**config.mk**
```make
export PLATFORM = sky130hd
export DESIGN_NAME = trigger_engine
export DESIGN_NICKNAME = d
export VERILOG_FILES = /design/src/verilog/trigger_pkg.sv /design/src/verilog/trigger_registers.sv /design/src/verilog/sample_selector.sv /design/src/verilog/float_to_fixed.sv /design/src/verilog/trigger_fsm.sv /design/src/verilog/trigger_engine.sv
export VERILOG_INCLUDE_DIRS = /design/src /design/src/verilog
export SDC_FILE = /design/constraint.sdc
export NUM_CORES = 1
export LEC_CHECK = 0
export ABC_CLOCK_PERIOD_IN_PS = 6700
export BUFFER_PORTS_ARGS = -buffer_cell sky130_fd_sc_hd__buf_4
export CELL_PAD_IN_SITES_DETAIL_PLACEMENT = 1
export CELL_PAD_IN_SITES_GLOBAL_PLACEMENT = 1
export CORE_ASPECT_RATIO = 1.2
export CORE_UTILIZATION = 30
export CTS_CLUSTER_SIZE = 20
export DETAILED_ROUTE_END_ITERATION = 10
export PLACE_DENSITY_LB_ADDON = 0.25
export REMOVE_ABC_BUFFERS = 1
export SLEW_MARGIN = 20
export SYNTH_ARGS = -nofsm -noshare
export SYNTH_HDL_FRONTEND = slang
export SYNTH_SLANG_ARGS = --single-unit
```
**constraint.sdc**
```tcl
create_clock -name clock -period 6.7 [get_ports clock]
set_clock_uncertainty 0.2 [all_clocks]
set_input_delay 0 -clock clock [delete_from_list [all_inputs] [get_ports clock]]
set_output_delay 0 -clock clock [all_outputs]
set_load 0.01 [all_outputs]
```
**src/verilog/trigger_params.svh**
```systemverilog
// Trigger engine parameters

`ifndef TRIGGER_PARAMS_SVH
`define TRIGGER_PARAMS_SVH

// Number of sample streams feeding the trigger block
`define TRIG_N_CHANNELS 6

// Capture memory depth
// The fill wait ends when the fill counter reaches this value
`define TRIG_MEMORY_DEPTH 1023

// Number of words in the register bank
// The last word is the rearm strobe and status read-back
`define TRIG_N_REGS 8

`endif

```
**src/verilog/trigger_pkg.sv**
```systemverilog
// Trigger engine types

`default_nettype none

package trigger_pkg;

    // One sample word, either an IEEE-754 single or a signed integer
    typedef logic [31:0] sample_t;

    // Channel number and register index
    typedef logic [2:0] chan_idx_t;
    typedef logic [2:0] reg_addr_t;
    typedef logic [31:0] reg_data_t;

    // Trigger position in the capture buffer and DMA base address
    typedef logic [15:0] trig_point_t;
    typedef logic [63:0] dma_addr_t;

    // One channel's sample together with its qualifiers
    typedef struct packed {
        sample_t data;
        logic is_float;
        logic valid;
    } sample_bus_t;

    typedef enum logic [1:0] {rising = 2'd0, falling = 2'd1, both = 2'd2} trig_mode_e;

    typedef enum logic [1:0] {normal = 2'd0, single = 2'd1, free_run = 2'd2} acq_mode_e;

    typedef enum logic [2:0] {
        wait_fill = 3'd0,
        run = 3'd1,
        stop = 3'd2,
        free_running = 3'd3
    } trig_state_e;

    // Decoded configuration, fanned out from the register bank
    typedef struct packed {
        trig_mode_e mode;
        sample_t level;
        chan_idx_t channel;
        trig_point_t trigger_point;
        acq_mode_e acq_mode;
        dma_addr_t dma_base_addr;
    } trig_config_t;

endpackage

`default_nettype wire

```
**src/verilog/trigger_registers.sv**
```systemverilog
// Trigger register bank

`timescale 1ns/1ns
`default_nettype none
`include "trigger_params.svh"

module trigger_registers (
    input wire logic clock,
    input wire logic arst_n,
    input wire logic reg_write,
    input trigger_pkg::reg_addr_t reg_addr,
    input trigger_pkg::reg_data_t reg_wdata,
    output trigger_pkg::reg_data_t reg_rdata,
    input trigger_pkg::trig_state_e state,
    output trigger_pkg::trig_config_t cfg,
    output logic rearm
);

    // Stored fields, each kept at its own width
    logic [1:0] mode_q;
    trigger_pkg::sample_t level_q;
    trigger_pkg::reg_data_t dma_lo_q;
    trigger_pkg::reg_data_t dma_hi_q;
    trigger_pkg::chan_idx_t channel_q;
    trigger_pkg::trig_point_t point_q;
    logic [1:0] acq_q;

    // Read-back words indexed by register number
    trigger_pkg::reg_data_t read_words [`TRIG_N_REGS];

    // Writes are masked to the field width so read-back shows what is used
    always_ff @(posedge clock or negedge arst_n) begin
        if (!arst_n) begin
            mode_q <= '0;
            level_q <= '0;
            dma_lo_q <= '0;
            dma_hi_q <= '0;
            channel_q <= '0;
            point_q <= '0;
            acq_q <= '0;
            rearm <= 1'b0;
        end else begin
            // Rearm is a strobe and drops on the next cycle
            rearm <= 1'b0;
            if (reg_write) begin
                case (reg_addr)
                    3'd0: mode_q <= reg_wdata[1:0];
                    3'd1: level_q <= reg_wdata;
                    3'd2: dma_lo_q <= reg_wdata;
                    3'd3: dma_hi_q <= reg_wdata;
                    3'd4: channel_q <= reg_wdata[2:0];
                    3'd5: point_q <= reg_wdata[15:0];
                    3'd6: acq_q <= reg_wdata[1:0];
                    // Register 7 holds no data, a write only rearms the trigger
                    default: rearm <= 1'b1;
                endcase
            end
        end
    end

    // Assemble the configuration seen by the rest of the block
    always_comb begin
        cfg.mode = trigger_pkg::trig_mode_e'(mode_q);
        cfg.level = level_q;
        cfg.channel = channel_q;
        cfg.trigger_point = point_q;
        cfg.acq_mode = trigger_pkg::acq_mode_e'(acq_q);
        cfg.dma_base_addr = {dma_hi_q, dma_lo_q};
    end

    // Read mux, the last word reports the acquisition state
    always_comb begin
        read_words[0] = trigger_pkg::reg_data_t'(mode_q);
        read_words[1] = level_q;
        read_words[2] = dma_lo_q;
        read_words[3] = dma_hi_q;
        read_words[4] = trigger_pkg::reg_data_t'(channel_q);
        read_words[5] = trigger_pkg::reg_data_t'(point_q);
        read_words[6] = trigger_pkg::reg_data_t'(acq_q);
        read_words[`TRIG_N_REGS-1] = trigger_pkg::reg_data_t'(state);
        reg_rdata = read_words[reg_addr];
    end

    // The state machine expects a single-cycle rearm per register 7 write
    rearm_one_cycle: assert property (@(posedge clock) disable iff (!arst_n)
        rearm |=> !rearm);

endmodule

`default_nettype wire

```
**src/verilog/sample_selector.sv**
```systemverilog
// Trigger channel selector

`timescale 1ns/1ns
`default_nettype none
`include "trigger_params.svh"

module sample_selector (
    input wire logic clock,
    input wire logic arst_n,
    input trigger_pkg::sample_bus_t [`TRIG_N_CHANNELS-1:0] channels,
    input trigger_pkg::chan_idx_t channel,
    output trigger_pkg::sample_bus_t selected
);

    trigger_pkg::sample_bus_t chosen;
    trigger_pkg::sample_t data_q;
    logic is_float_q;
    logic valid_q;

    // Indices past the last channel read as an idle word
    // so a bad channel setting can never fire the trigger
    always_comb begin
        if (channel < `TRIG_N_CHANNELS) begin
            chosen = channels[channel];
        end else begin
            chosen = '0;
        end
    end

    // Sample payload, only meaningful together with valid
    always_ff @(posedge clock) begin
        data_q <= chosen.data;
        is_float_q <= chosen.is_float;
    end

    always_ff @(posedge clock or negedge arst_n) begin
        if (!arst_n) begin
            valid_q <= 1'b0;
        end else begin
            valid_q <= chosen.valid;
        end
    end

    always_comb begin
        selected.data = data_q;
        selected.is_float = is_float_q;
        selected.valid = valid_q;
    end

endmodule

`default_nettype wire

```
**src/verilog/float_to_fixed.sv**
```systemverilog
// Float to integer converter

`timescale 1ns/1ns
`default_nettype none

module float_to_fixed (
    input wire logic clock,
    input wire logic arst_n,
    input trigger_pkg::sample_bus_t sample_in,
    output trigger_pkg::sample_t value,
    output logic value_valid
);

    // Biased exponents at the edges of the integer range
    localparam logic [7:0] EXP_ONE = 8'd127;
    localparam logic [7:0] EXP_UNIT_LSB = 8'd150;
    localparam logic [7:0] EXP_SATURATE = 8'd158;

    logic f_sign;
    logic [7:0] f_exp;
    logic [23:0] f_man;
    trigger_pkg::sample_t magnitude;
    trigger_pkg::sample_t float_result;

    always_comb begin
        f_sign = sample_in.data[31];
        f_exp = sample_in.data[30:23];
        // Restore the hidden leading one
        f_man = {1'b1, sample_in.data[22:0]};

        // At exponent 150 the mantissa LSB has weight one
        // Shifting right drops the fraction, which truncates toward zero
        if (f_exp >= EXP_UNIT_LSB) begin
            magnitude = trigger_pkg::sample_t'(f_man) << (f_exp - EXP_UNIT_LSB);
        end else begin
            magnitude = trigger_pkg::sample_t'(f_man) >> (EXP_UNIT_LSB - f_exp);
        end

        // Exponent 255 (infinity and NaN) also lands in the saturating branch
        if (f_exp >= EXP_SATURATE) begin
            float_result = f_sign ? 32'h8000_0000 : 32'h7fff_ffff;
        end else if (f_exp < EXP_ONE) begin
            // Magnitude below one, this also covers zero and denormals
            float_result = '0;
        end else begin
            float_result = f_sign ? -magnitude : magnitude;
        end
    end

    // One register serves both paths, so integer and float samples
    // leave the stage with the same latency
    always_ff @(posedge clock) begin
        if (sample_in.valid) begin
            value <= sample_in.is_float ? float_result : sample_in.data;
        end
    end

    always_ff @(posedge clock or negedge arst_n) begin
        if (!arst_n) begin
            value_valid <= 1'b0;
        end else begin
            value_valid <= sample_in.valid;
        end
    end

endmodule

`default_nettype wire

```
**src/verilog/trigger_fsm.sv**
```systemverilog
// Trigger acquisition state machine

`timescale 1ns/1ns
`default_nettype none
`include "trigger_params.svh"

module trigger_fsm (
    input wire logic clock,
    input wire logic arst_n,
    input trigger_pkg::sample_t value,
    input wire logic value_valid,
    input trigger_pkg::trig_config_t cfg,
    input wire logic rearm,
    output trigger_pkg::trig_state_e state,
    output logic trigger_out
);

    // Wide enough to hold the memory depth itself
    logic [$clog2(`TRIG_MEMORY_DEPTH+1)-1:0] fill_count;

    trigger_pkg::sample_t prev_value;
    logic have_prev;
    logic rising_edge;
    logic falling_edge;
    logic edge_hit;

    // Last valid sample, used as the other end of the crossing
    always_ff @(posedge clock) begin
        if (value_valid) begin
            prev_value <= value;
        end
    end

    always_ff @(posedge clock or negedge arst_n) begin
        if (!arst_n) begin
            have_prev <= 1'b0;
        end else if (value_valid) begin
            have_prev <= 1'b1;
        end
    end

    // Signed crossings of the level, equality counts on the arriving side
    always_comb begin
        rising_edge = ($signed(value) >= $signed(cfg.level)) &&
                      ($signed(prev_value) < $signed(cfg.level));
        falling_edge = ($signed(value) <= $signed(cfg.level)) &&
                       ($signed(prev_value) > $signed(cfg.level));
        case (cfg.mode)
            trigger_pkg::rising: edge_hit = rising_edge;
            trigger_pkg::falling: edge_hit = falling_edge;
            trigger_pkg::both: edge_hit = rising_edge || falling_edge;
            default: edge_hit = 1'b0;
        endcase
        edge_hit = edge_hit && have_prev;
    end

    always_ff @(posedge clock or negedge arst_n) begin
        if (!arst_n) begin
            state <= trigger_pkg::wait_fill;
            trigger_out <= 1'b0;
            fill_count <= '0;
        end else begin
            case (state)
                trigger_pkg::wait_fill: begin
                    // Arm only once the capture memory has been filled
                    trigger_out <= 1'b0;
                    if (fill_count == `TRIG_MEMORY_DEPTH) begin
                        state <= trigger_pkg::run;
                    end else begin
                        fill_count <= fill_count + 1'b1;
                    end
                end
                trigger_pkg::run: begin
                    if (cfg.acq_mode == trigger_pkg::free_run) begin
                        state <= trigger_pkg::free_running;
                        trigger_out <= 1'b1;
                    end else if (trigger_out && cfg.acq_mode == trigger_pkg::single) begin
                        // Single shot, park after the first trigger
                        state <= trigger_pkg::stop;
                        trigger_out <= 1'b0;
                    end else begin
                        trigger_out <= value_valid && edge_hit;
                    end
                end
                trigger_pkg::stop: begin
                    trigger_out <= 1'b0;
                    if (cfg.acq_mode == trigger_pkg::free_run) begin
                        state <= trigger_pkg::free_running;
                        trigger_out <= 1'b1;
                    end else if (rearm || cfg.acq_mode != trigger_pkg::single) begin
                        state <= trigger_pkg::run;
                    end
                end
                trigger_pkg::free_running: begin
                    // Trigger held high as long as free-run is selected
                    if (cfg.acq_mode != trigger_pkg::free_run) begin
                        state <= trigger_pkg::run;
                        trigger_out <= 1'b0;
                    end else begin
                        trigger_out <= 1'b1;
                    end
                end
                default: begin
                    state <= trigger_pkg::wait_fill;
                    trigger_out <= 1'b0;
                end
            endcase
        end
    end

    // No trigger may leave the block before arming or while parked
    trigger_quiet: assert property (@(posedge clock) disable iff (!arst_n)
        (state inside {trigger_pkg::wait_fill, trigger_pkg::stop}) |-> !trigger_out);

endmodule

`default_nettype wire

```
**src/verilog/trigger_engine.sv**
```systemverilog
// Trigger engine top level

`timescale 1ns/1ns
`default_nettype none
`include "trigger_params.svh"

module trigger_engine (
    input wire logic clock,
    input wire logic arst_n,
    input trigger_pkg::sample_bus_t [`TRIG_N_CHANNELS-1:0] channels,
    input wire logic reg_write,
    input trigger_pkg::reg_addr_t reg_addr,
    input trigger_pkg::reg_data_t reg_wdata,
    output trigger_pkg::reg_data_t reg_rdata,
    output logic trigger_out,
    output trigger_pkg::trig_point_t trigger_point,
    output trigger_pkg::dma_addr_t dma_base_addr
);

    trigger_pkg::trig_config_t cfg;
    trigger_pkg::trig_state_e state;
    logic rearm;
    trigger_pkg::sample_bus_t selected;
    trigger_pkg::sample_t value;
    logic value_valid;

    trigger_registers registers_inst (
        .clock(clock),
        .arst_n(arst_n),
        .reg_write(reg_write),
        .reg_addr(reg_addr),
        .reg_wdata(reg_wdata),
        .reg_rdata(reg_rdata),
        .state(state),
        .cfg(cfg),
        .rearm(rearm)
    );

    // Selector, converter and state machine form the three-edge trigger path
    sample_selector selector_inst (
        .clock(clock),
        .arst_n(arst_n),
        .channels(channels),
        .channel(cfg.channel),
        .selected(selected)
    );

    float_to_fixed converter_inst (
        .clock(clock),
        .arst_n(arst_n),
        .sample_in(selected),
        .value(value),
        .value_valid(value_valid)
    );

    trigger_fsm fsm_inst (
        .clock(clock),
        .arst_n(arst_n),
        .value(value),
        .value_valid(value_valid),
        .cfg(cfg),
        .rearm(rearm),
        .state(state),
        .trigger_out(trigger_out)
    );

    // Buffer description for the capture memory and DMA engine
    assign trigger_point = cfg.trigger_point;
    assign dma_base_addr = cfg.dma_base_addr;

endmodule

`default_nettype wire

```
# After elaboration in Yosys (flattened, before gate mapping)
# Index checks and enable logic that the tools add are counted.
totals:
  register_bits: 234
  mem_count: 0
  latch_bits: 0
  rom_bits: 0
  ram_bits: 0
  in_bits: 242
  wordCells: 103
  output_inout_bits: 113
op_classes:
  n_lt_le_gt_ge: 10
  n_mul: 0
  n_mux: 27
  div_mod_pow: 0
  n_shift: 2
  n_reduce_logical: 20
  addsub: 4
  bitwise_logic: 2
  eq_ne: 20
op_table:
  columns: ["cell", "n"]
  rows:
  - ["2-to-1 mux 32 bit", 8]
  - ["binary-select mux 34 bit (select 3 bit)", 1]
  - ["binary-select mux 32 bit (select 3 bit)", 1]
  - ["2-to-1 mux 34 bit", 1]
  - [">= comparator 32 bit", 1]
  - ["> comparator 32 bit", 1]
  - ["less-or-equal comparator 32 bit", 1]
  - ["< comparator 32 bit", 1]
  - ["negator 32 bit", 1]
  - ["<< shifter 24 x 8 -> 32 bit", 1]
  - ["right shift 24 x 8 -> 32 bit", 1]
  - ["2-to-1 mux 3 bit", 6]
  - [">= comparator 8 bit, second input constant", 2]
  - ["AND reduction 2 bit", 8]
  - ["== test 3 x 2 -> 1 bit, second input constant", 4]
  - ["case mux 3 bit (4 select lines)", 1]
  - ["adder 10 x 1 -> 10 bit, second input constant", 1]
  - ["== test 10 bit, second input constant", 1]
  - ["== test 3 bit, second input constant", 3]
  - ["< comparator 8 x 7 -> 1 bit, second input constant", 1]
  - ["subtractor 8 bit, first input constant", 1]
  - ["subtractor 8 bit, second input constant", 1]
  - ["2-to-1 mux 1 bit", 7]
  - ["OR reduction 7 bit", 1]
  - ["17 further kinds", 30]

# Depth between registers and ports, before layout
depth:
  depth_word: 9
  ltp_mapped: 22
  depth_no_buf: 14

# By module
# From an unflattened synthesis, not the netlist that was laid out.
unflattened:
  hier_cells: 1675
  area_unflattened_um2: 17684.5
modules_own_cells:
  columns: ["mod", "seq_area_each_um2", "instances", "area_each_um2", "cells_per_inst"]
  rows:
  - ["float_to_fixed", 985.9, 1, 6203.4, 750]
  - ["trigger_registers", 3002.9, 1, 5666.7, 392]
  - ["trigger_fsm", 1311.3, 1, 3230.6, 301]
  - ["sample_selector", 685.7, 1, 2583.7, 232]

# Worst setup path after synthesis
# No wires, ideal clock.
synth_path:
  path_type: "register -> register"
  start: "register selector_inst.data_q[23]"
  end: "register converter_inst.value[25], data pin"
  t_arrival_ns: 4.607
  stages_incl_launch_ff: 20
  setup_time_ns: 0.264
  n_path_buf: 7
  required_time_ns: 6.236
  period_less_slack_ns: 5.071
  setup_slack_ns: 1.629
  path_cell_list: "dfxtp_1 buf_4 inv_4 buf_2 buf_2 buf_2 ha_1 buf_2 buf_6 buf_6 mux2_1 mux4_2 nor2_1 nor4_1 a311oi_2 nand4_1 or3_1 or3_1 a211oi_1 nor3_2"
synth_between:
  elab_chain_len: 8
  word_cells_on_any_way: 13
  cone_classes: "3 x add/sub; 3 x order compare; 2 x shift; 5 x mux"
synth_rtl:
  columns: ["item", "line", "text"]
  rows:
  - ["start: declaration", "sample_selector.sv:16", "trigger_pkg::sample_t data_q;"]
  - ["start signal: assignment", "sample_selector.sv:32", "data_q <= chosen.data;"]
  - ["subtractor 8 bit (on tied branches)", "float_to_fixed.sv:36, float_to_fixed.sv:34", null]
  - ["right shift 24 x 8 -> 32 bit or << shifter 24 x 8 -> 32 bit (tied branches)", "float_to_fixed.sv:36, float_to_fixed.sv:34", null]
  - ["2-to-1 mux 32 bit", "float_to_fixed.sv:33", "if (f_exp >= EXP_UNIT_LSB) begin"]
  - ["negator 32 bit", "float_to_fixed.sv:46", "float_result = f_sign ? -magnitude : magnitude;"]
  - ["2-to-1 mux 32 bit", "float_to_fixed.sv:46", null]
  - ["2-to-1 mux 32 bit", "float_to_fixed.sv:42", "end else if (f_exp < EXP_ONE) begin"]
  - ["2-to-1 mux 32 bit *", "float_to_fixed.sv:40", "if (f_exp >= EXP_SATURATE) begin"]
  - ["2-to-1 mux 32 bit *", "float_to_fixed.sv:54", "value <= sample_in.is_float ? float_result : sample_in.data;"]
  - ["end signal: assignment", "float_to_fixed.sv:54", null]
  - ["end: declaration", "float_to_fixed.sv:10", "output trigger_pkg::sample_t value,"]
# Every way passes the cells marked *; elsewhere a longest branch is shown, timed or not.
# A chain may end at the register's enable or synchronous reset.

# Worst setup path in the final report
# Ends and elaborated chain as after synthesis.

==> metrics.csv <==
stage,metric,value,unit
status,status,completed,
routing,drt_iter0_markers,728,
routing,wl_per_cell,21.7,µm
power_and_ir_drop,ir_drop,0.188,mV
worst_setup_path,cp.arrival,5420,ps
clock_network,cts_root_buffer,clkbuf_16,
grt,antenna_found_initial,0,
min_path,hold_class,input port to register,
timing,final.setup.tns,0,ps
die,coreArea,57200,µm²
synthesis,yosysTopAreaCell,dfrtp_1,
timing,hold_ws,34.9,ps
power_and_ir_drop,leakagePower,9.61,nW
timing,worstMarginPinSlew,1050,ps
die,io_pins,355,
synthesis,synthTopCellsByArea,"dfrtp_1, edfxtp_1, mux2_2",
routing,routed_wl,62.1,mm
synthesis,ys_async_sr_fraction,58.4,%
finish,drive_above_1_share,30.4,%
routing,first_pass_iters,5,
routing,drc,0,
placed_design,place.gp.congestion,0.947,
synthesis,ys_seq_area_share,34.5,%
timing,finalCritPeriodShare,79.9,%
power_and_ir_drop,power_density,405,nW/µm²
worst_setup_path,worst_ep_required_time,6770,ps
synthesis,synth_edf_count,64,
timing,timing.slew.headroom,29.5,%
die,die_area,58800,µm²
clock_network,clk_pin_slew,60,ps
worst_setup_path,critPathMaxFanout,40,
synthesis,synth_area,17300,µm²
synthesis,ys_warn_count,0,
clock_network,clk_latency,550,ps
routing,dr_total_vias,15200,
placed_design,port_buffers,354,
finish,fill_cells,6430,
routing,ant_nets,0,
synthesis,synth_area_per_cell,9.93,µm²
finish,final_nets,2421,
power_and_ir_drop,p_total,9.05,mW
worst_setup_path,cp-end-kind,register,
min_path,hp-start,reg_wdata[17],
synthesis,synth_cells,1746,
worst_setup_path,reg2reg_to,converter_inst.value[25]$_DFFE_PP_,
worst_setup_path,crit_type,register to register,
finish,final_util,39.1,%
timing,slew_viol_final,0,
grt,grt_pass1_wl,97.3,mm
placed_design,hpwl,47.3,mm
min_path,min_path_cells,4,
grt,grt.overflow.total,0,
synthesis,ys_dominant_reg_cell,dfrtp_1,
grt,grt_max_degree,71,
timing,hold_viol_final,0,
die,rows,96,
clock_network,cts_tree,yes,
worst_setup_path,rrSetupSlack,1350,ps
finish,area_delta_synth_final,28.9,%
worst_setup_path,worstSetupStartpointType,register,
die,start_util,30.3,%
clock_network,cts_num_sinks,233,
timing,period_minus_slack,5350,ps
clock_network,cts-htree-levels,1,
finish,final_cell_mix,"buf_4, dlygate4sd3_1, dfrtp_1",
timing,grt_setup_unrepaired,no,
die,die_h,265,µm
finish,final_common_cell,buf_4,
worst_setup_path,worstRegToRegCells,14,
synthesis,yosysUniqueCellTypes,82,
routing,viasPerCell,5.32,
clock_network,clockBufferDepth,3,
die,die_w,221,µm
clock_network,cts_setup_buffers,0,
synthesis,synth-seq-cells,233,
timing,max_clock_freq,187,MHz
clock_network,cts_buffers,27,
grt,grt_pass1_vias,16600,
timing,setup_viol,0,
flow_run,max-cap-violations,0,
min_path,hold_path_end,registers_inst.level_q[17]$_DFFE_PN0P_,
synthesis,synth.top_cell.area_share,19.6,%
worst_setup_path,r2r-start,selector_inst.data_q[23]$_SDFF_PP0_,
grt,grt_util_all_layers,21.0,%
==> how the worst max path moves through the flow <==
stage,endpoint,slack [ps],cells past startpoint,startpoint
floorplan,converter_inst.value[25]$_DFFE_PP_,160,13,selector_inst.data_q[23]$_SDFF_PP0_
global placement,converter_inst.value[26]$_DFFE_PP_,1430,14,selector_inst.data_q[23]$_SDFF_PP0_
detailed placement,converter_inst.value[26]$_DFFE_PP_,1380,14,selector_inst.data_q[23]$_SDFF_PP0_
CTS,converter_inst.value[26]$_DFFE_PP_,1360,14,selector_inst.data_q[23]$_SDFF_PP0_
global route,converter_inst.value[26]$_DFFE_PP_,1020,14,selector_inst.data_q[23]$_SDFF_PP0_
finish,converter_inst.value[25]$_DFFE_PP_,1350,14,selector_inst.data_q[23]$_SDFF_PP0_
==> report_power, final <==
part / internal [mW] / total [mW] / switching, mW
logic: 2.28 / 5.23 / 2.96
registers: 1.93 / 2.44 / 0.515
clock network: 0.790 / 1.37 / 0.584
==> Yosys cell counts, types with 14 or more instances <==
cell and number:
nor3_1 25, o22ai_1 62, buf_1 15, a31oi_1 21
buf_4 83, a21oi_1 54, nor2_1 121, nand2_1 125
mux4_2 64, a22oi_1 19, edfxtp_1 64, xnor2_1 23
buf_2 22, o21ai_0 92, a21o_1 22, mux2_2 130
inv_1 77, nand3_1 32, nand4_1 27, mux2i_1 115
o21a_1 14, xor2_1 20, clkbuf_1 74, o211ai_1 14
ha_1 71, dfxtp_1 33, dfrtp_1 136
==> final cells by class <==
cell class / count / area, µm² / share of cell area, %
Timing Repair Buffer: 536 / 4410 / 19.7
Antenna cell: 1 / 2.50 / 0.0112
Sequential cell: 233 / 5990 / 26.8
Multi-Input combinational cell: 1231 / 9940 / 44.5
Clock buffer: 41 / 738 / 3.30
Tap cell: 735 / 920 / 4.12
Clock inverter: 5 / 53.8 / 0.241
Inverter: 79 / 299 / 1.34
==> cells by family after synthesis <==
logic type / share of synthesized area (%)
AND/OR/NAND/NOR: 11.2
AO/OA/AOI/OAI: 14.4
buffers and inverters: 8.43
flip-flops: 34.5
adder cells (fa/ha/maj): 5.12
XOR/XNOR: 2.27
multiplexers: 24.1
==> stage by stage <==
| step | std cells | area [µm²] | setup WS [ps] |
|---|---|---|---|
| floorplan | 1543 | 16200 | 157 |
| global placement | 2670 | 20100 | 1430 |
| detailed placement | 2670 | 20100 | 1380 |
| CTS | 2860 | 22300 | 1360 |
| global route | 2860 | 22300 | 1020 |
| finish | 2861 | 22300 | 1350 |
==> layer usage <==
layer | global-route usage, % | share of wire (%) | up-vias
met5 | 0 | 0 | -
li1 | - | - | 7128
met1 | 25.2 | 41 | 7544
met2 | 38.7 | 51 | 446
met4 | 6.98 | 3.4 | 0
met3 | 2.33 | 4.2 | 109
==> sequential cells by signal, indices dropped and copies added, names as in the netlist <==
register                    flops
converter_inst.value           32
fsm_inst.prev_value            32
registers_inst.dma_hi_q        32
registers_inst.dma_lo_q        32
registers_inst.level_q         32
selector_inst.data_q           32
registers_inst.point_q         16
fsm_inst.fill_count            10
registers_inst.channel_q        3
fsm_inst.state                  2
registers_inst.acq_q            2
registers_inst.mode_q           2
converter_inst.value_valid      1
fsm_inst.have_prev              1
fsm_inst.trigger_out            1
registers_inst.rearm            1
selector_inst.is_float_q        1
selector_inst.valid_q           1
==> critical path, stage by stage, from the launching register on <==
cell       delay [ps]
dfxtp_2           360
buf_4             460
ha_1              380
xor2_1            170
buf_4             290
mux4_2            570
a211o_1           280
a31oi_1           240
o21a_1            150
o2111ai_1         140
or3_1             590
or3_1             480
or3_1             380
a211oi_1          300
nor3_2             80
==> timing repair <==
| item | in CTS | in global routing |
|---|---|---|
| hold endpoints to repair | 220 | 0 |
| hold buffers | 144 | 0 |
| resized for setup | 0 | 0 |
(Power assumes the default switching activity.)
